$ cat config.mk
export PLATFORM = sky130hd
export DESIGN_NAME = executeStage
export DESIGN_NICKNAME = d
export VERILOG_FILES = /design/src/hdl/procPkg.sv /design/src/hdl/executeStage.sv
export SDC_FILE = /design/constraint.sdc
export NUM_CORES = 1
export LEC_CHECK = 0
export ABC_AREA = 1
export BUFFER_PORTS_ARGS = -buffer_cell sky130_fd_sc_hd__buf_2
export CORE_UTILIZATION = 49
export DETAILED_ROUTE_END_ITERATION = 7
export GPL_TIMING_DRIVEN = 0
export PLACE_DENSITY = 0.85
export SETUP_SLACK_MARGIN = 0.4
export SYNTH_ARGS = -nofsm -noshare
export SYNTH_HDL_FRONTEND = slang
export SYNTH_SLANG_ARGS = --single-unit
$ cat constraint.sdc
create_clock -name clk -period 4 [get_ports clk]
set_input_delay 0.6 -clock clk [delete_from_list [all_inputs] [get_ports clk]]
set_output_delay 0.6 -clock clk [all_outputs]
set_load 0.01 [all_outputs]
$ cat src/hdl/procPkg.sv
`default_nettype none

package procPkg;

	// Machine sizes
	localparam int wordWidth     = 16;
	localparam int numRegs       = 8;
	localparam int dmemDepth     = 256;
	localparam int regIdxWidth   = $clog2(numRegs);
	localparam int dmemAddrWidth = $clog2(dmemDepth);

	typedef logic [wordWidth-1:0]     word_t;
	typedef logic [regIdxWidth-1:0]   regIdx_t;
	typedef logic [dmemAddrWidth-1:0] dmemAddr_t;

	// Opcode in bits 15:12, codes 11 to 14 are illegal
	typedef enum logic [3:0] {
		opNop  = 4'd0,
		opAdd  = 4'd1,
		opSub  = 4'd2,
		opAnd  = 4'd3,
		opXor  = 4'd4,
		opAddi = 4'd5,
		opLbi  = 4'd6,
		opLd   = 4'd7,
		opSt   = 4'd8,
		opBeqz = 4'd9,
		opJ    = 4'd10,
		opHalt = 4'd15
	} opcode_t;

	typedef enum logic [2:0] {
		aluAdd,
		aluSub,
		aluAnd,
		aluXor,
		aluPassB
	} aluOp_t;

	// Instruction field positions
	localparam int opHi = 15;
	localparam int opLo = 12;
	localparam int rdHi = 11;
	localparam int rdLo = 9;
	localparam int rsHi = 8;
	localparam int rsLo = 6;
	localparam int rtHi = 5;
	localparam int rtLo = 3;

	// Immediate widths for I-type, LBI/BEQZ and J
	localparam int immIWidth = 6;
	localparam int immLWidth = 9;
	localparam int immJWidth = 12;

	localparam word_t nopInstr = '0;

endpackage

`default_nettype wire

$ cat src/hdl/executeStage.sv
`timescale 1ns/100ps
`default_nettype none

module executeStage (
	input  logic               clk,
	input  logic               rstN,
	input  procPkg::word_t     opA,
	input  procPkg::word_t     opB,
	input  procPkg::word_t     storeData,
	input  procPkg::aluOp_t    aluOp,
	input  logic               useImm,
	input  procPkg::word_t     imm,
	input  logic               memRead,
	input  logic               memWrite,
	input  logic               regWrite,
	input  procPkg::regIdx_t   dest,
	input  logic               halt,
	output procPkg::dmemAddr_t memAddr,
	output procPkg::word_t     memStoreData,
	output procPkg::word_t     memResult,
	output logic               memLoad,
	output logic               memStore,
	output logic               memRegWrite,
	output procPkg::regIdx_t   memDest,
	output logic               memHalt
);

	import procPkg::*;

	word_t aluB;
	word_t aluOut;

	assign aluB = useImm ? imm : opB;

	always_comb begin
		case (aluOp)
			aluAdd:  aluOut = opA + aluB;
			aluSub:  aluOut = opA - aluB;
			aluAnd:  aluOut = opA & aluB;
			aluXor:  aluOut = opA ^ aluB;
			default: aluOut = aluB;
		endcase
	end

	always_ff @(posedge clk) begin
		if (!rstN) begin
			memLoad     <= 1'b0;
			memStore    <= 1'b0;
			memRegWrite <= 1'b0;
			memHalt     <= 1'b0;
		end else begin
			memLoad     <= memRead;
			memStore    <= memWrite;
			memRegWrite <= regWrite;
			memHalt     <= halt;
		end
	end

	// Address wraps at the data memory size
	always_ff @(posedge clk) begin
		memAddr      <= aluOut[dmemAddrWidth-1:0];
		memResult    <= aluOut;
		memStoreData <= storeData;
		memDest      <= dest;
	end

endmodule

`default_nettype wire

==> results of run 1 <==
## cell type report
| type | instances | area share [%] |
|---|---|---|
| buffer | 17 | 3.540 |
| clock buffer | 5 | 1.786 |
| clock inverter | 3 | 1.137 |
| inverter | 80 | 7.990 |
| multi-input combinational | 300 | 47.13 |
| sequential | 39 | 20.27 |
| tap | 75 | 2.436 |
| timing repair buffer | 121 | 15.72 |
## Yosys cell counts, types with 4 or more instances
cell | n | area share, %
a22oi_1 | 12 | 3.0
nand2_1 | 111 | 14
o21ai_0 | 10 | 1.6
o21ai_1 | 4 | 0.66
o21bai_1 | 6 | 1.5
nand3_1 | 25 | 4.1
nand2_2 | 10 | 2.1
buf_4 | 10 | 2.5
a21o_1 | 4 | 0.99
o211ai_1 | 5 | 1.2
inv_1 | 77 | 9.5
xor2_1 | 15 | 4.3
ha_1 | 32 | 13
a21oi_1 | 19 | 3.1
nor2_1 | 20 | 2.5
dfxtp_1 | 39 | 26
## metrics by stage
step	power, mW	cells
2_1_floorplan	0.7749	436
3_3_place_gp	0.9123	632
3_5_place_dp	0.9294	632
4_1_cts	1.253	640
5_1_grt	1.336	640
6_report	1.245	640
## power breakdown
part / internal [mW] / total, mW / switching, mW
sequential: 0.426 / 0.437 / 0.0116
clock: 0.186 / 0.320 / 0.134
combinational: 0.204 / 0.488 / 0.284
total: 0.815 / 1.25 / 0.430
## critical path: stages
cell	delay [ns]
buf_6	0.12
inv_8	0.05
nand2_1	0.05
o21ai_1	0.13
inv_1	0.11
ha_1	0.16
inv_1	0.04
nor2_1	0.17
nand3_2	0.13
nor2_4	0.14
a21oi_1	0.09
xor2_1	0.15
ha_1	0.34
a21oi_1	0.26
o21ai_0	0.16
nand2_1	0.08
nand2_1	0.05
a21oi_1	0.21
nand3_1	0.11
nand3_1	0.09
nand2_1	0.05
## worst max-delay path by stage
stage	start	to	slack (ns)	depth (start not counted)
detailed placement	useImm	memResult[15]	0.65	21
global route	useImm	memResult[15]	0.62	21
global placement	useImm	memResult[15]	0.66	21
finish	useImm	memResult[15]	0.90	21
floorplan	useImm	memResult[15]	1.04	21
CTS	useImm	memResult[15]	0.94	21
## registers in the layout, indices dropped and copies added (netlist names)
register	flops
memResult	16
memStoreData	16
memDest	3
memHalt	1
memLoad	1
memRegWrite	1
memStore	1
## layer usage
metal  GRT usage [%]  wire length, um  vias to the layer above
met5               0                0                        -
met4           8.571               38                        0
met3           2.697              559                        2
met2           41.95             3500                      132
met1           27.48             3276                     1384
li1                -                -                     1636
## logic make-up after synthesis
logic type	count (synthesis)
xor+xnor	16
compound gates	67
simple gates	184
buf+inv	97
flops	39
fa+ha+maj	33
==> impl_metrics.toml, run 1 <==
[global_route]
gr-usage-all-layers_pct = 23.01
grt_overflow = 0
antenna_found_initial = 0
grt_pass1_wl_um = 11630
grt_pass1_vias = 2706
grt_start_max_net_pins = 14

[power_and_ir_drop]
power.density_nw_per_um2 = 323.3
p_leak_nw = 2.284
worst_ir_drop_vdd_mv = 0.2246

[yosys]
synth_fa_ha_area_share_pct = 13.83
synth_compound_area_share_pct = 13.99
synth-xor-area-share_pct = 4.609
post_synth_num_cell_types = 37
syn_area_per_cell_sq_um = 6.973
syn-num-nets = 546
synth_top_flop_cell = "dfxtp_1"
synth.area.mux_share_pct = 0
async_reset_ff_share_pct = 0
ys_ff_latch = 39
synthCells = 436
synth_top_family_by_area = "simple AND/OR/NAND/NOR gates"
netlist_area_sq_um = 3040
synthSimpleGateAreaFrac_pct = 27.28
synth.yosys.seq_area_share_pct = 25.68
ys_warn_count = 0
synth_edf_count = 0

[sta]
relSlewSlack_pct = 66.57
final_hold_viol_count = 0
fin_ws_ns = 0.9041
tightest_slew_ns = 0.4988
finalSetupTns_ns = 0
finalCritPeriodShare_pct = 77.40
rsz0062_at_grt = "no"
setup_viol = 0
hold_slack_ns = 0.4108
finalCriticalPeriod_ns = 3.096
clock.fmax_mhz = 323.0
final_max_slew_viol_count = 0

[hold_path]
min_path_cells = 1
hold_start = "dest[0]"
whs_endpoint = "memDest[0]"
hold_class = "input port to register"

[clock_tree]
hold_buffers = 0
clockBufferDepth = 2
cts_made_buffers = 5
cts_tree = "done"
cts_num_sinks = 39
clockRootBuffer = "clkbuf_8"
htree_levels = 2
postCtsSetupRepairBufs = 0
clkTransAtPathRegs_ns = 0.08
cts_resized = 0

[floorplanning]
rows = 28
ios = 124
die_h_um = 80.77
start_util_pct = 51.05
die_w_um = 80.77
core_sq_um = 5956
dieArea_sq_um = 6524

[final_layout]
final_common_cell = "buf_2"
fillers = 558
mostFrequentLayoutCells = "buf_2, nand2_1, inv_1"
diodes = 0
finalNetCount = 674
seq_area_sq_um = 780.7
fin_area_sq_um = 3852
drive_above_1_share_pct = 30.44
area_growth_pct = 26.71
multi_input_area_sq_um = 1815
fin_util_pct = 64.68

[drt]
vias = 3154
dr.first_iter.drc_count = 216
postRouteAntennaNets = 0
drc = 0
avgRoutedWirePerCell_um = 11.52
via_per_inst = 4.928
wl_um = 7374
drtPass1Iterations = 4

[setup_path]
crit_path_end_kind = "register"
startpoint_type = "input port"
path_max_fanout = 8
arrival_ns = 3.27
crit_type = "input port to register"
required_ns = 4.18

[placed_design]
dp_hpwl_um = 6226
gp_congestion = 0.8865
pre_cts_ws_ns = 0.6548
place.port_buffers = 121
placed_area_sq_um = 3740

[flow_run]
max-cap-violations = 0

[status]
status = "finished, final reports clean"
Power figures use the tool's default switching activity.
==> run 2, diff against run 1 <==
--- a/config.mk
+++ b/config.mk
@@ -7,10 +7,10 @@
 export LEC_CHECK = 0
 export ABC_AREA = 1
 export BUFFER_PORTS_ARGS = -buffer_cell sky130_fd_sc_hd__buf_2
-export CORE_UTILIZATION = 49
+export CORE_UTILIZATION = 44
 export DETAILED_ROUTE_END_ITERATION = 7
 export GPL_TIMING_DRIVEN = 0
-export PLACE_DENSITY = 0.85
+export PLACE_DENSITY = 0.81
 export SETUP_SLACK_MARGIN = 0.4
 export SYNTH_ARGS = -nofsm -noshare
 export SYNTH_HDL_FRONTEND = slang
==> constraint.sdc (replaced) <==
create_clock -name clk -period 2.61 [get_ports clk]
set_input_delay 0.3915 -clock clk [delete_from_list [all_inputs] [get_ports clk]]
set_output_delay 0.3915 -clock clk [all_outputs]
set_load 0.01 [all_outputs]
==> impl_metrics.toml, run 2 (synthesis gave the netlist of run 1 again) <==
[sta]
setup_viol = 0
final_max_slew_viol_count = 0
fin_ws_ns = 0.07232
finalCriticalPeriod_ns = 2.538
finalCritPeriodShare_pct = 97.23
clock.fmax_mhz = 394.1
relSlewSlack_pct = 66.50
tightest_slew_ns = 0.4997
rsz0062_at_grt = "yes"
hold_slack_ns = 0.2023
final_hold_viol_count = 0

[setup_path]
cp.buffers_inverters = 6
cpPeakStageDelay_ns = 0.34
critPathSlowestCell = "ha_1"
crit_path_end_kind = "register"
crit_chain = "buf_12, inv_12, nand2_4, o21ai_4, inv_2, ha_4, inv_2, nor2_4, nand3_2, nor2_4, nand2_1, nand2_1, xor2_1, ha_1, buf_4, nand2_4, nor3_2, inv_1, nor2_2, nor3_2, nand2_1, nand2_1, nand3_1, nand2_1"
crit_type = "input port to register"
startpoint_type = "input port"
required_ns = 2.79
cp_common_cell = "nand2_1"
crit_family = "simple AND/OR/NAND/NOR gates"
arrival_ns = 2.72
path_max_fanout = 8

[hold_path]
hold_class = "input port to register"

[power_and_ir_drop]
intPower_mw = 1.394
fin_total_pwr_mw = 2.145
p_leak_nw = 2.470
pwr-share-clk_pct = 23.8
seqPwrFrac_pct = 31.2
switching_share_pct = 35.01
power.density_nw_per_um2 = 492.7
p_sw_uw = 750.9
p_comb_share_pct = 45.0
worst_ir_drop_vdd_mv = 0.2195

[final_layout]
fin_util_pct = 67.02
drive_above_1_share_pct = 43.39
fillers = 533
finalNetCount = 699
reg_top3 = "memResult: 16 flops, memStoreData: 16 flops, memDest: 3 flops"
final_common_cell = "buf_2"
area_growth_pct = 43.17
diodes = 0
mostFrequentLayoutCells = "buf_2, nand2_1, inv_1"

[drt]
dr.first_iter.drc_count = 99
drc = 0
wl_um = 8471
drtPass1Iterations = 4
vias = 3289
avgRoutedWirePerCell_um = 12.70
via_per_inst = 4.931
postRouteAntennaNets = 0

[placed_design]
pre_cts_ws_ns = -0.3263
gp_congestion = 0.9332
place.port_buffers = 121
dp_hpwl_um = 6504

[floorplanning]
die_h_um = 85.13
die_w_um = 85.13
start_util_pct = 46.81
dieArea_sq_um = 7246
rows = 29
ios = 124
core_sq_um = 6495

[clock_tree]
cts_made_buffers = 5
clockRootBuffer = "clkbuf_8"
clkTransAtPathRegs_ns = 0.07
cts_num_sinks = 39
htree_levels = 2
clockBufferDepth = 2
cts_tree = "done"

[global_route]
grt_pass1_wl_um = 13360
gr-usage-all-layers_pct = 23.20
grt_start_max_net_pins = 13
grt_pass1_vias = 3045
antenna_found_initial = 0
grt_overflow = 0

[status]
status = "finished, final reports clean"

[flow_run]
max-cap-violations = 0
==> run 2: power by group through the flow <==
stage | clock [mW] | combinational (mW) | sequential (mW)
detailed placement | 0 | 0.775 | 0.683
floorplan | 0 | 0.501 | 0.715
global placement | 0 | 0.759 | 0.681
CTS | 0.532 | 0.861 | 0.669
global route | 0.560 | 1.06 | 0.674
finish | 0.511 | 0.966 | 0.668
==> run 2: final timing paths <==
kind / from / endpoint / depth (start not counted)
setup / recovery: useImm / memResult[14] / 24
hold / removal: storeData[11] / memStoreData[11] / 1
==> run 2: area by class of cell <==
cell class                      instances  area [sq um]  area share (%)
Multi-Input combinational cell        300          2088           47.97
Timing Repair Buffer                  146         797.0           18.31
Sequential cell                        39         780.7           17.94
Inverter                               80         317.8           7.301
Buffer                                 17         155.1           3.564
Tap cell                               77         96.34           2.213
Clock buffer                            6         82.58           1.897
Clock inverter                          2         35.03          0.8048
==> run 2: per-stage QoR <==
| stage | instances | area (sq um) | TNS, ns |
|---|---|---|---|
| after floorplan | 436 | 3141 | 0 |
| after global placement | 634 | 3842 | -1.745 |
| after detailed placement | 634 | 3842 | -2.027 |
| after CTS | 658 | 4178 | 0 |
| after global routing | 667 | 4353 | -0.2571 |
| final | 667 | 4353 | 0 |
==> run 2: what timing repair did <==
action	in CTS	in global routing
resized for setup	31	27
gates cloned	0	0
pin swaps	36	26
buffers inserted	16	9
hold buffers	0	0
endpoints found under the hold margin	0	0
endpoints found under the setup margin	11	13
==> run 2: layer usage <==
| metal | vias to the layer above | GRT usage, % | share of wire [%] |
|---|---|---|---|
| met2 | 146 | 40.98 | 48 |
| met4 | 0 | 9.707 | 1.9 |
| li1 | 1686 | - | - |
| met5 | - | 0 | 0 |
| met1 | 1440 | 27.05 | 43 |
| met3 | 17 | 5.058 | 7.2 |
==> run 3, diff against run 2 <==
==> constraint.sdc (replaced) <==
create_clock -name clk -period 2.1 [get_ports clk]
set_input_delay 0.315 -clock clk [delete_from_list [all_inputs] [get_ports clk]]
set_output_delay 0.315 -clock clk [all_outputs]
set_load 0.01 [all_outputs]
==> impl_metrics.toml, run 3 (synthesis gave the netlist of run 1 again) <==
[placed_design]
place.port_buffers = 121
dpl.cell_count = 634
gp_congestion = 0.8919
placed_area_sq_um = 3860
dp_hpwl_um = 6539

[sta]
relSlewSlack_pct = 64.06
final_max_slew_viol_count = 0
finalSetupTns_ns = -3.591
finalCritPeriodShare_pct = 117.6
tightest_slew_ns = 0.5392
fin_ws_ns = -0.3695
finalCriticalPeriod_ns = 2.470
clock.fmax_mhz = 404.9
rsz0062_at_grt = "yes"
final_hold_viol_count = 0
setup_viol = 12

[drt]
avgRoutedWirePerCell_um = 13.54
drc = 0
drtPass1Iterations = 5
wl_um = 9209
via_per_inst = 5.021
dr.first_iter.drc_count = 166
postRouteAntennaNets = 0
vias = 3414

[setup_path]
crit_type = "input port to register"
startpoint_type = "input port"
cp_common_cell = "nand2_1"
path_max_fanout = 8
crit_chain = "buf_12, inv_12, nand2_2, nand2_4, ha_4, inv_4, nor2_4, nand3_2, nor2_4, nand2_1, nand2_1, xor2_1, ha_1, nand2_2, nor3_2, inv_1, nor2_2, nor3_2, nand2_1, nand2_1, nand3_2, nand2_1"
critPathSlowestCell = "ha_1"
crit_path_end_kind = "register"
required_ns = 2.28
arrival_ns = 2.65
cpPeakStageDelay_ns = 0.38

[final_layout]
final_common_cell = "buf_2"
finalNetCount = 712
reg_top3 = "memResult: 16 flops, memStoreData: 16 flops, memDest: 3 flops"
fillers = 513
drive_above_1_share_pct = 48.76
fin_util_pct = 71.86
fin_area_sq_um = 4667
instances_no_fill = 680
mostFrequentLayoutCells = "buf_2, nand2_1, inv_1"
area_growth_pct = 53.50
diodes = 0

[clock_tree]
hold_buffers = 0
clkTransAtPathRegs_ns = 0.08
clockBufferDepth = 2
cts_made_buffers = 5
cts_tree = "done"
htree_levels = 2
cts_num_sinks = 39
clockRootBuffer = "clkbuf_8"

[floorplanning]
die_w_um = 85.13
rows = 29
ios = 124
start_util_pct = 46.81
dieArea_sq_um = 7246
die_h_um = 85.13
core_sq_um = 6495

[global_route]
grt_pass1_wl_um = 13340
grt_overflow = 0
grt_start_max_net_pins = 13
gr-usage-all-layers_pct = 23.03
antenna_found_initial = 0
grt_pass1_vias = 3114

[status]
status = "complete, but fails checks"
violations = "setup timing"

[hold_path]
min_path_cells = 1
hold_start = "storeData[15]"
whs_endpoint = "memStoreData[15]"
hold_class = "input port to register"

[power_and_ir_drop]
worst_ir_drop_vdd_mv = 0.3994
fin_total_pwr_mw = 2.928
power.density_nw_per_um2 = 627.3
p_leak_nw = 2.582

[flow_run]
max-cap-violations = 0
-- run 3: how the worst max path moves through the flow --
| stage | start | to | cells past startpoint |
|---|---|---|---|
| after floorplan | useImm | memResult[14] | 21 |
| after global placement | useImm | memResult[15] | 22 |
| after detailed placement | useImm | memResult[14] | 18 |
| after CTS | useImm | memResult[9] | 17 |
| after global routing | useImm | memResult[14] | 22 |
| final | useImm | memResult[14] | 22 |
-- run 3: cell type report --
class | instances | area (sq um) | area share (%)
Timing Repair Buffer | 159 | 923.4 | 19.79
Clock buffer | 6 | 72.57 | 1.555
Buffer | 17 | 167.7 | 3.592
Multi-Input combinational cell | 300 | 2246 | 48.12
Tap cell | 77 | 96.34 | 2.064
Clock inverter | 2 | 60.06 | 1.287
Sequential cell | 39 | 780.7 | 16.73
Inverter | 80 | 320.3 | 6.863
-- run 3: metal layers --
metal	up-vias	track usage [%]	part of all wire, %
li1	1711	-	-
met1	1524	28.29	41
met2	158	40.69	49
met3	21	2.529	7.4
met4	0	9.861	1.9
met5	-	0	0
-- run 3: power breakdown --
group	switching (mW)	internal, mW
clock network	0.261	0.475
registers	0.0204	0.811
logic	0.733	0.627
total	1.01	1.91
-- run 3: metrics by stage --
step,hold slack (ns),setup WS [ns]
after global routing,0.1090,-0.5750
after detailed placement,0.4191,-0.7114
after floorplan,0.3427,-0.4325
after CTS,0.1104,-0.2581
after global placement,0.4170,-0.6919
final,0.1155,-0.3695
-- run 3: worst max-delay path, delay by kind of cell --
| kind | cells | cell delay, ns |
|---|---|---|
| XOR/XNOR | 1 | 0.08 |
| buffers and inverters | 4 | 0.30 |
| AND/OR/NAND/NOR | 15 | 1.38 |
| adder cells (fa/ha/maj) | 2 | 0.54 |
-- run 3: repair_timing --
item	CTS	global route
gates cloned	0	0
setup buffers	16	22
pin swaps	39	25
setup endpoints to repair	14	14
gates resized for setup	30	70
