===== src/hdl/procPkg.sv =====
`default_nettype none

package procPkg;

	// Machine sizes
	localparam int wordWidth     = 16;
	localparam int numRegs       = 8;
	localparam int dmemDepth     = 256;
	localparam int regIdxWidth   = $clog2(numRegs);
	localparam int dmemAddrWidth = $clog2(dmemDepth);

	typedef logic [wordWidth-1:0]     word_t;
	typedef logic [regIdxWidth-1:0]   regIdx_t;
	typedef logic [dmemAddrWidth-1:0] dmemAddr_t;

	// Opcode in bits 15:12, codes 11 to 14 are illegal
	typedef enum logic [3:0] {
		opNop  = 4'd0,
		opAdd  = 4'd1,
		opSub  = 4'd2,
		opAnd  = 4'd3,
		opXor  = 4'd4,
		opAddi = 4'd5,
		opLbi  = 4'd6,
		opLd   = 4'd7,
		opSt   = 4'd8,
		opBeqz = 4'd9,
		opJ    = 4'd10,
		opHalt = 4'd15
	} opcode_t;

	typedef enum logic [2:0] {
		aluAdd,
		aluSub,
		aluAnd,
		aluXor,
		aluPassB
	} aluOp_t;

	// Instruction field positions
	localparam int opHi = 15;
	localparam int opLo = 12;
	localparam int rdHi = 11;
	localparam int rdLo = 9;
	localparam int rsHi = 8;
	localparam int rsLo = 6;
	localparam int rtHi = 5;
	localparam int rtLo = 3;

	// Immediate widths for I-type, LBI/BEQZ and J
	localparam int immIWidth = 6;
	localparam int immLWidth = 9;
	localparam int immJWidth = 12;

	localparam word_t nopInstr = '0;

endpackage

`default_nettype wire


===== src/hdl/decodeStage.sv =====
`timescale 1ns/100ps
`default_nettype none

module decodeStage (
	input  logic             clk,
	input  logic             rstN,
	input  procPkg::word_t   instr,
	input  procPkg::word_t   pcInc,
	input  logic             stall,
	input  logic             commitValid,
	input  procPkg::regIdx_t commitReg,
	input  procPkg::word_t   commitData,
	output procPkg::regIdx_t srcA,
	output procPkg::regIdx_t srcB,
	output logic             useA,
	output logic             useB,
	output logic             branchTaken,
	output procPkg::word_t   branchTarget,
	output logic             haltSeen,
	output procPkg::word_t   exOpA,
	output procPkg::word_t   exOpB,
	output procPkg::word_t   exStoreData,
	output procPkg::aluOp_t  exAluOp,
	output logic             exUseImm,
	output procPkg::word_t   exImm,
	output logic             exMemRead,
	output logic             exMemWrite,
	output logic             exRegWrite,
	output procPkg::regIdx_t exDest,
	output logic             exHalt,
	output logic             err
);

	import procPkg::*;

	word_t   regFile [numRegs];
	opcode_t opcode;
	word_t   immI;
	word_t   immL;
	word_t   offJ;
	word_t   readA;
	word_t   readB;
	word_t   imm;
	aluOp_t  aluOp;
	logic    useImm;
	logic    memRead;
	logic    memWrite;
	logic    regWrite;
	logic    isBeqz;
	logic    isJump;
	logic    illegal;

	assign opcode = opcode_t'(instr[opHi:opLo]);
	assign immI   = {{(wordWidth-immIWidth){instr[immIWidth-1]}}, instr[immIWidth-1:0]};
	assign immL   = {{(wordWidth-immLWidth){instr[immLWidth-1]}}, instr[immLWidth-1:0]};
	assign offJ   = {{(wordWidth-immJWidth){instr[immJWidth-1]}}, instr[immJWidth-1:0]};

	// BEQZ tests the rd field, ST stores the rd field
	assign srcA = (opcode == opBeqz) ? instr[rdHi:rdLo] : instr[rsHi:rsLo];
	assign srcB = (opcode == opSt) ? instr[rdHi:rdLo] : instr[rtHi:rtLo];

	// Commit bypass gives write-before-read
	assign readA = (commitValid && commitReg == srcA) ? commitData : regFile[srcA];
	assign readB = (commitValid && commitReg == srcB) ? commitData : regFile[srcB];

	always_ff @(posedge clk) begin
		if (!rstN) begin
			for (int i = 0; i < numRegs; i++) begin
				regFile[i] <= '0;
			end
		end else if (commitValid) begin
			regFile[commitReg] <= commitData;
		end
	end

	always_comb begin
		useA     = 1'b0;
		useB     = 1'b0;
		aluOp    = aluAdd;
		useImm   = 1'b0;
		imm      = immI;
		memRead  = 1'b0;
		memWrite = 1'b0;
		regWrite = 1'b0;
		isBeqz   = 1'b0;
		isJump   = 1'b0;
		haltSeen = 1'b0;
		illegal  = 1'b0;
		case (opcode)
			opNop: ;
			opAdd, opSub, opAnd, opXor: begin
				useA     = 1'b1;
				useB     = 1'b1;
				regWrite = 1'b1;
				aluOp    = (opcode == opSub) ? aluSub :
				           (opcode == opAnd) ? aluAnd :
				           (opcode == opXor) ? aluXor : aluAdd;
			end
			opAddi: begin
				useA     = 1'b1;
				useImm   = 1'b1;
				regWrite = 1'b1;
			end
			opLbi: begin
				aluOp    = aluPassB;
				useImm   = 1'b1;
				imm      = immL;
				regWrite = 1'b1;
			end
			opLd: begin
				useA     = 1'b1;
				useImm   = 1'b1;
				memRead  = 1'b1;
				regWrite = 1'b1;
			end
			opSt: begin
				useA     = 1'b1;
				useB     = 1'b1;
				useImm   = 1'b1;
				memWrite = 1'b1;
			end
			opBeqz: begin
				useA   = 1'b1;
				isBeqz = 1'b1;
			end
			opJ:     isJump = 1'b1;
			opHalt:  haltSeen = 1'b1;
			default: illegal = 1'b1;
		endcase
	end

	// Resolved here, so a taken branch costs one bubble
	assign branchTaken  = !stall && (isJump || (isBeqz && readA == '0));
	assign branchTarget = pcInc + (isJump ? offJ : immL);

	// Control into execute, bubble while stalled
	always_ff @(posedge clk) begin
		if (!rstN || stall) begin
			exMemRead  <= 1'b0;
			exMemWrite <= 1'b0;
			exRegWrite <= 1'b0;
			exHalt     <= 1'b0;
		end else begin
			exMemRead  <= memRead;
			exMemWrite <= memWrite;
			exRegWrite <= regWrite;
			exHalt     <= haltSeen;
		end
	end

	always_ff @(posedge clk) begin
		exOpA       <= readA;
		exOpB       <= readB;
		exStoreData <= readB;
		exAluOp     <= aluOp;
		exUseImm    <= useImm;
		exImm       <= imm;
		exDest      <= instr[rdHi:rdLo];
	end

	always_ff @(posedge clk) begin
		if (!rstN) begin
			err <= 1'b0;
		end else if (illegal) begin
			err <= 1'b1;
		end
	end

endmodule

`default_nettype wire


===== config.mk =====
export PLATFORM = sky130hd
export DESIGN_NAME = decodeStage
export DESIGN_NICKNAME = d
export VERILOG_FILES = /design/src/hdl/procPkg.sv /design/src/hdl/decodeStage.sv
export SDC_FILE = /design/constraint.sdc
export NUM_CORES = 1
export LEC_CHECK = 0
export ABC_AREA = 1
export BUFFER_PORTS_ARGS = -buffer_cell sky130_fd_sc_hd__buf_2
export CORE_ASPECT_RATIO = 1.25
export CORE_UTILIZATION = 42
export CTS_CLUSTER_SIZE = 24
export DETAILED_ROUTE_END_ITERATION = 7
export RECOVER_POWER = 25
export SLEW_MARGIN = 30
export SYNTH_ARGS = -nofsm -noshare
export SYNTH_HDL_FRONTEND = slang
export SYNTH_SLANG_ARGS = --single-unit

===== constraint.sdc =====
create_clock -name clk -period 2.2 [get_ports clk]
set_input_delay 0.11 -clock clk [delete_from_list [all_inputs] [get_ports clk]]
set_output_delay 0.11 -clock clk [all_outputs]
set_load 0.01 [all_outputs]

==> results.yml, run 1 <==
cells_and_area:
  final_util: 0.573
  antenna_cells: 0
  syn_to_final_growth_pct: 33.5
  nNetsFinal: 1546
  layout_common_cells: "243 x nand2_1, 148 x nor2_1, 146 x buf_2, 143 x inv_1, 128 x edfxtp_1"
  drive_gt1_frac: 0.278
  final_common_cell: "nand2_1"
worst_setup_path:
  r2r_slack_ns: -0.04
  critPathMaxFanout: 7
  crit_arrival_ns: 2.16
  r2r-start: "regFile[3][12]"
  startpoint: "instr[13]"
  cp-start-kind: "primary input"
  path_class: "primary input to primary output"
  cp.required_ns: 2.09
  r2r-end: "exOpA[12]"
  worstSetupEndpointType: "primary output"
  rr_worst_depth: 15
timing:
  tightest_slew_ns: 0.915
  rsz0062_at_grt: "true"
  period_share: 1.03
  timing.slew.headroom: 0.390
  period_minus_slack_ns: 2.27
  skew_ns: 0.00718
  worst_hold_slack_ns: 0.0278
  drv_slew: 0
  fmax_mhz: 441
  setup_viol: 3
  hold_violations: 0
  setup_slack_ns: -0.0661
min_path:
  min_to: "exImm[7]"
  hold_depth: 3
  hold_path.class: "primary input to flop"
  worstHoldStart: "instr[7]"
synthesis:
  synth.distinct_cells: 41
  syn-cell-area_sq_mm: 0.00985
  synthCells: 1215
  avgSynthCellArea_sq_um: 8.11
  yosysSeqAreaShare: 0.498
  yosysWarningCount: 0
  synth_nets: 1286
  ys_ff_latch: 181
placement:
  portBuffers: 156
  gp_congestion: 0.901
  place_ws_ns: -0.144
  post-dp-hpwl_um: 22200
outcome:
  violations: "design-rule violations, negative setup slack"
  status: "complete, but fails checks"
die:
  io-pin-count: 157
  fp.dieW_um: 139
  die_area_sq_mm: 0.0241
  die_height_um: 173
  rows: 62
  core_sq_mm: 0.0230
  initial_core_util: 0.429
power_and_ir_drop:
  p_leak_uw: 0.00610
  power_uw: 9410
  p_per_area_mw_per_mm2: 716
  ir_drop_uv: 556
cts:
  cts_tree: "yes"
  numCtsBuffers: 17
  clk_latency_ns: 0.44
  clock_path_buffers: 2
  cts.clk_slew.worst_paths_ns: 0.06
  ctsHtreeMaxLevel: 4
  cts_root_buf: "clkbuf_16"
  cts.sinks: 181
global_route:
  antenna_found_initial: 0
  grt_max_degree: 42
  gr-total-overflow: 0
  grt_pass1_wl_um: 46900
  grt_use_total: 0.255
  grt_pass1_vias: 8736
drt:
  drt-wirelength-per-cell_um: 17.1
  post_drt_via_cell_ratio: 5.19
  wl_um: 30300
  final_antenna_net_count: 0
  drt_iter0_markers: 825
  drc: 29
  first_pass_iters: 8
  routed-via-count: 9209
flow_run:
  drv_cap: 0
flip-flops by register name, summed over array words and instances (netlist names):
signal and count:
exOpA 16, exMemRead 1, exStoreData 16, exAluOp 3, exHalt 1, exDest 3
exImm 9, regFile 128, exUseImm 1, exMemWrite 1, err 1, exRegWrite 1
worst max-delay path, stage by stage:
cell       delay, ns
buf_6           0.10
nor2_4          0.20
buf_6           0.14
nand3_4         0.10
nand2_8         0.16
clkbuf_16       0.17
nand2_1         0.05
nand3_1         0.07
nand3_1         0.14
nand3_1         0.12
nand2_1         0.08
nor2_1          0.14
nand2_2         0.10
nor2_2          0.11
nand3_2         0.09
a21oi_2         0.13
buf_2           0.14
metrics by stage:
stage	setup TNS, ns	cell area [sq um]	cells
finish	-0.158	13200	1776
global route	-0.785	13200	1776
CTS	-0.0575	12900	1772
detailed placement	-0.590	11700	1703
global placement	-0.537	11700	1703
floorplan	0	9850	1215
worst max path at each step:
stage,slack [ns],to
floorplan,0.07,branchTarget[14]
global placement,-0.13,branchTarget[14]
detailed placement,-0.14,branchTarget[14]
CTS,-0.06,branchTaken
global route,-0.20,branchTarget[14]
finish,-0.07,branchTaken
final cells by class:
type / count / area, sq um
fillers: 2095 / 9810
multi-input cells: 786 / 4230
inverters: 169 / 642
flip-flops and latches: 181 / 4900
repair buffers: 320 / 2400
well taps: 288 / 360
clock inverters: 14 / 176
clock buffers: 18 / 429
logic make-up (layout without fill, tap and decap cells):
| group | count (synthesis) | count (layout) | synth area share |
|---|---|---|---|
| flip-flops | 181 | 181 | 0.498 |
| adder cells (fa/ha/maj) | 16 | 16 | 0.0211 |
| XOR/XNOR | 15 | 15 | 0.0133 |
| buffers and inverters | 248 | 521 | 0.109 |
| AO/OA/AOI/OAI | 196 | 196 | 0.119 |
| AND/OR/NAND/NOR | 559 | 559 | 0.239 |
report_power, final:
group | leakage (uW) | internal (uW) | switching [uW]
Combinational | 0.00413 | 958 | 1270
Clock | 0.000299 | 1800 | 1360
Sequential | 0.00167 | 3920 | 101
Total | 0.00610 | 6680 | 2730
synth_stat cells:
master / n / area share
a21boi_0: 2 / 0.0015
a21oi_1: 56 / 0.028
a21oi_2: 1 / 0.00089
and2_1: 1 / 0.00064
buf_1: 2 / 0.00076
buf_2: 18 / 0.0091
buf_4: 27 / 0.021
buf_6: 2 / 0.0023
clkbuf_1: 28 / 0.011
clkbuf_2: 2 / 0.0010
clkinv_1: 16 / 0.0061
dfxtp_1: 53 / 0.11
edfxtp_1: 128 / 0.39
fa_1: 1 / 0.0020
ha_1: 15 / 0.019
inv_1: 147 / 0.056
inv_2: 6 / 0.0023
nand2_1: 262 / 0.10
nand2_2: 5 / 0.0032
nand2_4: 5 / 0.0057
nand3_1: 114 / 0.058
nand3_2: 2 / 0.0020
nand3b_1: 2 / 0.0015
nand4_1: 3 / 0.0019
nor2_1: 156 / 0.059
nor2_2: 2 / 0.0013
nor2_4: 1 / 0.0011
nor2_8: 1 / 0.0020
nor3_1: 3 / 0.0015
o2111ai_1: 2 / 0.0018
o211ai_1: 54 / 0.041
o21a_1: 7 / 0.0053
o21ai_0: 67 / 0.034
o21ai_1: 2 / 0.0010
o21ai_2: 3 / 0.0027
o21ai_4: 1 / 0.0017
o22ai_1: 1 / 0.00064
or2_1: 1 / 0.00064
or2_2: 1 / 0.00064
xnor2_1: 5 / 0.0044
xor2_1: 10 / 0.0089
metal layers:
layer	wire length [um]	vias up	global-route usage	share of wire
li1	-	4489	-	-
met1	12400	4265	0.322	0.41
met2	14700	390	0.431	0.48
met3	2400	65	0.0415	0.079
met4	925	0	0.106	0.030
met5	0	-	0	0
timing repair:
action,in CTS,in global routing
endpoints found under the hold margin,17,0
gates cloned,4,2
setup endpoints to repair,6,7
gates resized for setup,62,59
hold buffers,11,0
buffers inserted,22,4
pin swaps,36,42
Power figures use the tool's default switching activity.
==> run 2: changes to the inputs <==
--- a/config.mk
+++ b/config.mk
@@ -5,12 +5,12 @@
 export SDC_FILE = /design/constraint.sdc
 export NUM_CORES = 1
 export LEC_CHECK = 0
-export ABC_AREA = 1
 export BUFFER_PORTS_ARGS = -buffer_cell sky130_fd_sc_hd__buf_2
 export CORE_ASPECT_RATIO = 1.25
-export CORE_UTILIZATION = 42
+export CORE_UTILIZATION = 48
 export CTS_CLUSTER_SIZE = 24
 export DETAILED_ROUTE_END_ITERATION = 7
+export PLACE_DENSITY = 0.7
 export RECOVER_POWER = 25
 export SLEW_MARGIN = 30
 export SYNTH_ARGS = -nofsm -noshare
==> results.yml, run 2 <==
worst_setup_path:
  cp.required_ns: 2.09
  rr_worst_depth: 6
  path_class: "primary input to primary output"
  r2r_slack_ns: 0.80
  r2r-start: "regFile[4][9]"
  startpoint: "instr[13]"
  worstSetupEndpointType: "primary output"
  crit_arrival_ns: 2.47
  cp-endpoint: "branchTaken"
  cp-start-kind: "primary input"
  r2r-end: "exStoreData[9]"
  critPathMaxFanout: 6
synthesis:
  synth_nets: 1091
  avgSynthCellArea_sq_um: 9.46
  synth_edf_count: 128
  synth.top_cell.area_share: 0.398
  synth_ff_type: "edfxtp_1"
  synthCells: 1020
  async_flop_share: 0
  syn-cell-area_sq_mm: 0.00965
  synth.distinct_cells: 55
  synth_commonest_cells: "264 x nand2_1, 131 x and2_1, 128 x edfxtp_1"
  yosysSeqAreaShare: 0.508
  ys_ff_latch: 181
  synthMostInstantiatedCell: "nand2_1"
  yosysWarningCount: 0
  yosysTopAreaCell: "edfxtp_1"
  synth.area.top_cells: "edfxtp_1 40%, dfxtp_1 11%, nand2_1 10%, and2_1 8.5%, nand3_1 3.5%"
die:
  core_sq_mm: 0.0195
  die_height_um: 161
  die_area_sq_mm: 0.0207
  rows: 57
  initial_core_util: 0.494
  fp.dieW_um: 129
  io-pin-count: 157
placement:
  portBuffers: 156
  place_ws_ns: -0.445
  post-dp-hpwl_um: 20600
  gp_congestion: 0.884
global_route:
  grt_pass1_vias: 8678
  grt_use_total: 0.307
  gr-total-overflow: 0
  grt_max_degree: 29
  antenna_found_initial: 0
  grt_pass1_wl_um: 47100
outcome:
  status: "complete, but fails checks"
  violations: "negative setup slack"
drt:
  first_pass_iters: 6
  routed-via-count: 8908
  wl_um: 30900
  drt_iter0_markers: 757
  post_drt_via_cell_ratio: 5.63
  drc: 0
  final_antenna_net_count: 0
  drt-wirelength-per-cell_um: 19.5
power_and_ir_drop:
  p_per_area_mw_per_mm2: 700
  p_leak_uw: 0.00543
  power.share.sequential: 0.447
  ir_drop_uv: 691
  switching_share: 0.287
  clkPwrFrac: 0.317
  p_int_uw: 6460
  combPwrFrac: 0.236
  p_switching_uw: 2600
cts:
  cts_tree: "yes"
  ctsHtreeMaxLevel: 4
  clock_path_buffers: 2
  numCtsBuffers: 17
  cts.sinks: 181
  cts_root_buf: "clkbuf_16"
  cts.clk_slew.worst_paths_ns: 0.07
  clk_latency_ns: 0.44
timing:
  period_minus_slack_ns: 2.58
  hold_violations: 0
  finalSetupTns_ns: -1.21
  timing.slew.headroom: 0.325
  setup_viol: 7
  rsz0062_at_grt: "true"
  worst_hold_slack_ns: 0.00693
  setup_slack_ns: -0.381
  period_share: 1.17
  skew_ns: 0.0143
  fmax_mhz: 387
  tightest_slew_ns: 1.01
  drv_slew: 0
cells_and_area:
  nNetsFinal: 1376
  register_area_sq_mm: 0.00490
  syn_to_final_growth_pct: 34.1
  multi_input_area_sq_mm: 0.00462
  reg.largest.list: "regFile x128, exOpA x16, exStoreData x16"
  layout_common_cells: "259 x nand2_1, 138 x buf_4, 128 x edfxtp_1, 123 x buf_2, 104 x and2_1"
  final_util: 0.662
  final_common_cell: "nand2_1"
  largest_register: "regFile"
  largest_reg_flops: 128
  nFillCells: 1542
  drive_gt1_frac: 0.286
  antenna_cells: 0
flow_run:
  drv_cap: 0
min_path:
  hold_path.class: "primary input to flop"
## run 2: cell types whose count changed in the layout (fill, tap and decap cells not counted), sizes merged, moves of 40 or more
cell	previous run	this run
a21oi	57	10
and2	1	131
inv	157	19
nand3	116	67
nor2	160	22
o211ai	54	0
o21ai	73	33
## run 2: cells by family (layout without fill, tap and decap cells)
kind of cell,count (synthesis),count (layout),share of synthesized area
XOR/XNOR,20,20,0.0196
flip-flops,181,181,0.508
buffers and inverters,100,398,0.0520
AND/OR/NAND/NOR,554,554,0.279
AO/OA/AOI/OAI,121,121,0.0900
adder cells (fa/ha/maj),16,16,0.0215
multiplexers,28,28,0.0293
## run 2: worst max-delay path: stages
cell       delay [ns]
buf_2            0.11
nand4bb_1        0.22
buf_6            0.17
mux2_4           0.32
xnor2_2          0.14
and4_4           0.16
buf_6            0.13
a221oi_1         0.22
a22o_1           0.27
nor3_2           0.07
buf_4            0.16
a41o_1           0.24
buf_2            0.14
## run 2: through the flow
step | area [sq um] | std cells | power [uW]
2_1_floorplan | 9730 | 1020 | 5120
3_3_place_gp | 11800 | 1523 | 6010
3_5_place_dp | 11800 | 1523 | 6040
4_1_cts | 12900 | 1578 | 8990
5_1_grt | 12900 | 1583 | 9400
6_report | 12900 | 1583 | 9060
## run 2: power by group through the flow
stage                     Sequential [uW]  Clock, uW  Combinational (uW)
after floorplan                      4160          0                 962
after global placement               4100          0                1910
after detailed placement             4110          0                1930
after CTS                            4040       2890                2060
after global routing                 4070       3030                2300
final                                4050       2870                2140
## run 2: worst min-delay path by stage
stage                        start               to  slack, ns  cells after the start
detailed placement        instr[0]         exImm[0]       0.23                      1
floorplan                 instr[9]        exDest[0]       0.14                      0
CTS                 commitData[14]  exStoreData[14]      0.006                      3
global placement          instr[0]         exImm[0]       0.23                      1
finish               commitData[3]   exStoreData[3]      0.007                      3
global route        commitData[11]  exStoreData[11]       0.03                      3
## run 2: timing repair
action,in CTS,in global routing
hold endpoints to repair,15,0
hold buffers,15,0
endpoints found under the setup margin,7,8
buffers inserted,7,6
gates cloned,1,0
pin swaps,21,14
resized for setup,53,24
## run 2: final cells by class
| class | count | share of cell area |
|---|---|---|
| clock buffers | 21 | 0.0341 |
| inverters | 16 | 0.00464 |
| clock inverters | 11 | 0.00784 |
| repair buffers | 350 | 0.192 |
| flip-flops and latches | 181 | 0.379 |
| well taps | 265 | 0.0256 |
| multi-input cells | 739 | 0.357 |
## run 2: per-layer routing
metal | wire [um] | GRT usage | up-vias
li1 | - | - | 4112
met1 | 11600 | 0.375 | 4166
met2 | 15000 | 0.510 | 524
met3 | 2880 | 0.0543 | 106
met4 | 1440 | 0.168 | 0
met5 | 0 | 0 | -
==> run 3: changes to the inputs <==
--- a/config.mk
+++ b/config.mk
@@ -8,6 +8,7 @@
 export BUFFER_PORTS_ARGS = -buffer_cell sky130_fd_sc_hd__buf_2
 export CORE_ASPECT_RATIO = 1.25
 export CORE_UTILIZATION = 48
+export CTS_CLUSTER_DIAMETER = 60
 export CTS_CLUSTER_SIZE = 24
 export DETAILED_ROUTE_END_ITERATION = 7
 export PLACE_DENSITY = 0.7
==> constraint.sdc (replaced) <==
create_clock -name clk -period 2.8 [get_ports clk]
set_input_delay 0.14 -clock clk [delete_from_list [all_inputs] [get_ports clk]]
set_output_delay 0.14 -clock clk [all_outputs]
set_load 0.01 [all_outputs]
==> results.yml, run 3 (synthesized netlist as in run 2, its figures left out) <==
cells_and_area:
  final_common_cell: "nand2_1"
  antenna_cells: 0
  fin_cells: 1474
  drive_gt1_frac: 0.218
  nFillCells: 1675
  largest_register: "regFile"
  nNetsFinal: 1267
  largest_reg_flops: 128
  final_util: 0.599
  syn_to_final_growth_pct: 21.3
  layout_common_cells: "264 x nand2_1, 144 x buf_2, 128 x edfxtp_1, 103 x and2_1, 67 x nand3_1"
  reg.largest.list: "regFile x128, exOpA x16, exStoreData x16"
power_and_ir_drop:
  power.share.sequential: 0.461
  clkPwrFrac: 0.335
  ir_drop_uv: 458
  p_leak_uw: 0.00486
  p_switching_uw: 1940
  switching_share: 0.281
  combPwrFrac: 0.204
  p_per_area_mw_per_mm2: 589
  power_uw: 6890
  p_int_uw: 4950
cts:
  cts.sinks: 181
  clk_latency_ns: 0.43
  ctsHtreeMaxLevel: 4
  clock_path_buffers: 2
  cts_tree: "yes"
  numCtsBuffers: 17
  cts_root_buf: "clkbuf_16"
  cts.clk_slew.worst_paths_ns: 0.07
  post_cts_buffers: 0
drt:
  drt_iter0_markers: 960
  drt-wirelength-per-cell_um: 19.6
  first_pass_iters: 6
  post_drt_via_cell_ratio: 5.73
  final_antenna_net_count: 0
  drc: 0
  routed-via-count: 8449
  wl_um: 28900
placement:
  dp_cells: 1433
  gp_congestion: 0.856
  portBuffers: 156
  post-dp-hpwl_um: 19000
worst_setup_path:
  path_class: "primary input to primary output"
  slowest_delay_ns: 0.27
  critPathMaxFanout: 32
  crit_top_cell: "buf_2"
  cp-start-kind: "primary input"
  worstSetupEndpointType: "primary output"
  slowest_stage: "nor4_2"
  path_cells: "buf_2 > nand4bb_1 > buf_4 > mux2i_4 > inv_2 > xnor2_1 > and4_1 > buf_12 > nand4b_1 > nand4_1 > nor4_2 > a41o_1 > buf_2"
  cp.required_ns: 2.66
  crit_family: "simple AND/OR/NAND/NOR gates"
  crit_buf_inv: 5
  crit_arrival_ns: 2.53
flow_run:
  drv_cap: 0
die:
  die_area_sq_mm: 0.0207
  io-pin-count: 157
  die_height_um: 161
  rows: 57
  core_sq_mm: 0.0195
  fp.dieW_um: 129
  initial_core_util: 0.494
global_route:
  grt_use_total: 0.283
  grt_max_degree: 65
  gr-total-overflow: 0
  grt_pass1_vias: 7884
  antenna_found_initial: 0
  grt_pass1_wl_um: 43400
timing:
  tightest_slew_ns: 0.991
  skew_ns: 0.0102
  period_share: 0.954
  timing.slew.headroom: 0.339
  drv_slew: 0
  period_minus_slack_ns: 2.67
  finalSetupTns_ns: 0
  fmax_mhz: 375
  hold_violations: 0
  setup_viol: 0
outcome:
  status: "completed"
min_path:
  hold_path.class: "primary input to flop"
## run 3: cell count changes in the layout (fill, tap and decap cells not counted), sizes merged
cell         before  now
buf             291  211
clkbuf           64   44
dlygate4sd3      15    9
clkinvlp          4    0
clkinv            3    5
bufbuf            1    0
## run 3: cell type report
class / count / area (sq um) / area share
tap: 265 / 332 / 0.0283
multi-input combinational: 739 / 4330 / 0.370
timing repair buffer: 241 / 1510 / 0.129
clock inverter: 9 / 93.8 / 0.00802
sequential: 181 / 4900 / 0.419
clock buffer: 23 / 473 / 0.0404
inverter: 16 / 60.1 / 0.00513
## run 3: per-stage QoR
step                      hold slack [ns]  area [sq um]  worst slack, ns
final                              0.0136         11700            0.130
after global routing               0.0215         11700         -0.00286
after detailed placement            0.265         11100           0.0467
after CTS                         0.00351         11700           0.0475
after floorplan                     0.168          9650            0.365
after global placement              0.262         11100           0.0731
## run 3: path summary, 6_finish.rpt
| check | slack [ns] | endpoint | startpoint | cells after the start |
|---|---|---|---|---|
| worst max-delay path | 0.13 | branchTaken | instr[14] | 13 |
| worst min-delay path | 0.01 | exStoreData[14] | commitData[14] | 3 |
| worst min register to register | 0.51 | err | err | 2 |
| worst max register to register | 1.39 | exStoreData[1] | regFile[4][1] | 5 |
## run 3: metal layers
metal / GRT usage / share of wire / wire length [um]
met3: 0.0450 / 0.090 / 2600
met2: 0.468 / 0.48 / 13800
met4: 0.121 / 0.035 / 1000
met5: 0 / 0 / 0
met1: 0.367 / 0.40 / 11400
## run 3: power groups by stage
stage	sequential (uW)	clock, uW	combinational (uW)
CTS	3170	2330	1390
finish	3180	2300	1400
global route	3200	2450	1520
detailed placement	3230	0	1380
global placement	3220	0	1360
floorplan	3270	0	738
## run 3: tightest hold or removal path: cells and delay by family
family	cells	cell delay, ns
buffers and inverters	1	0.16
AND/OR/NAND/NOR	1	0.06
AO/OA/AOI/OAI	1	0.06
## run 3: timing repair
action,in CTS,in global routing
endpoints found under the setup margin,0,4
hold buffers,9,0
endpoints found under the hold margin,9,0
resized for setup,0,7
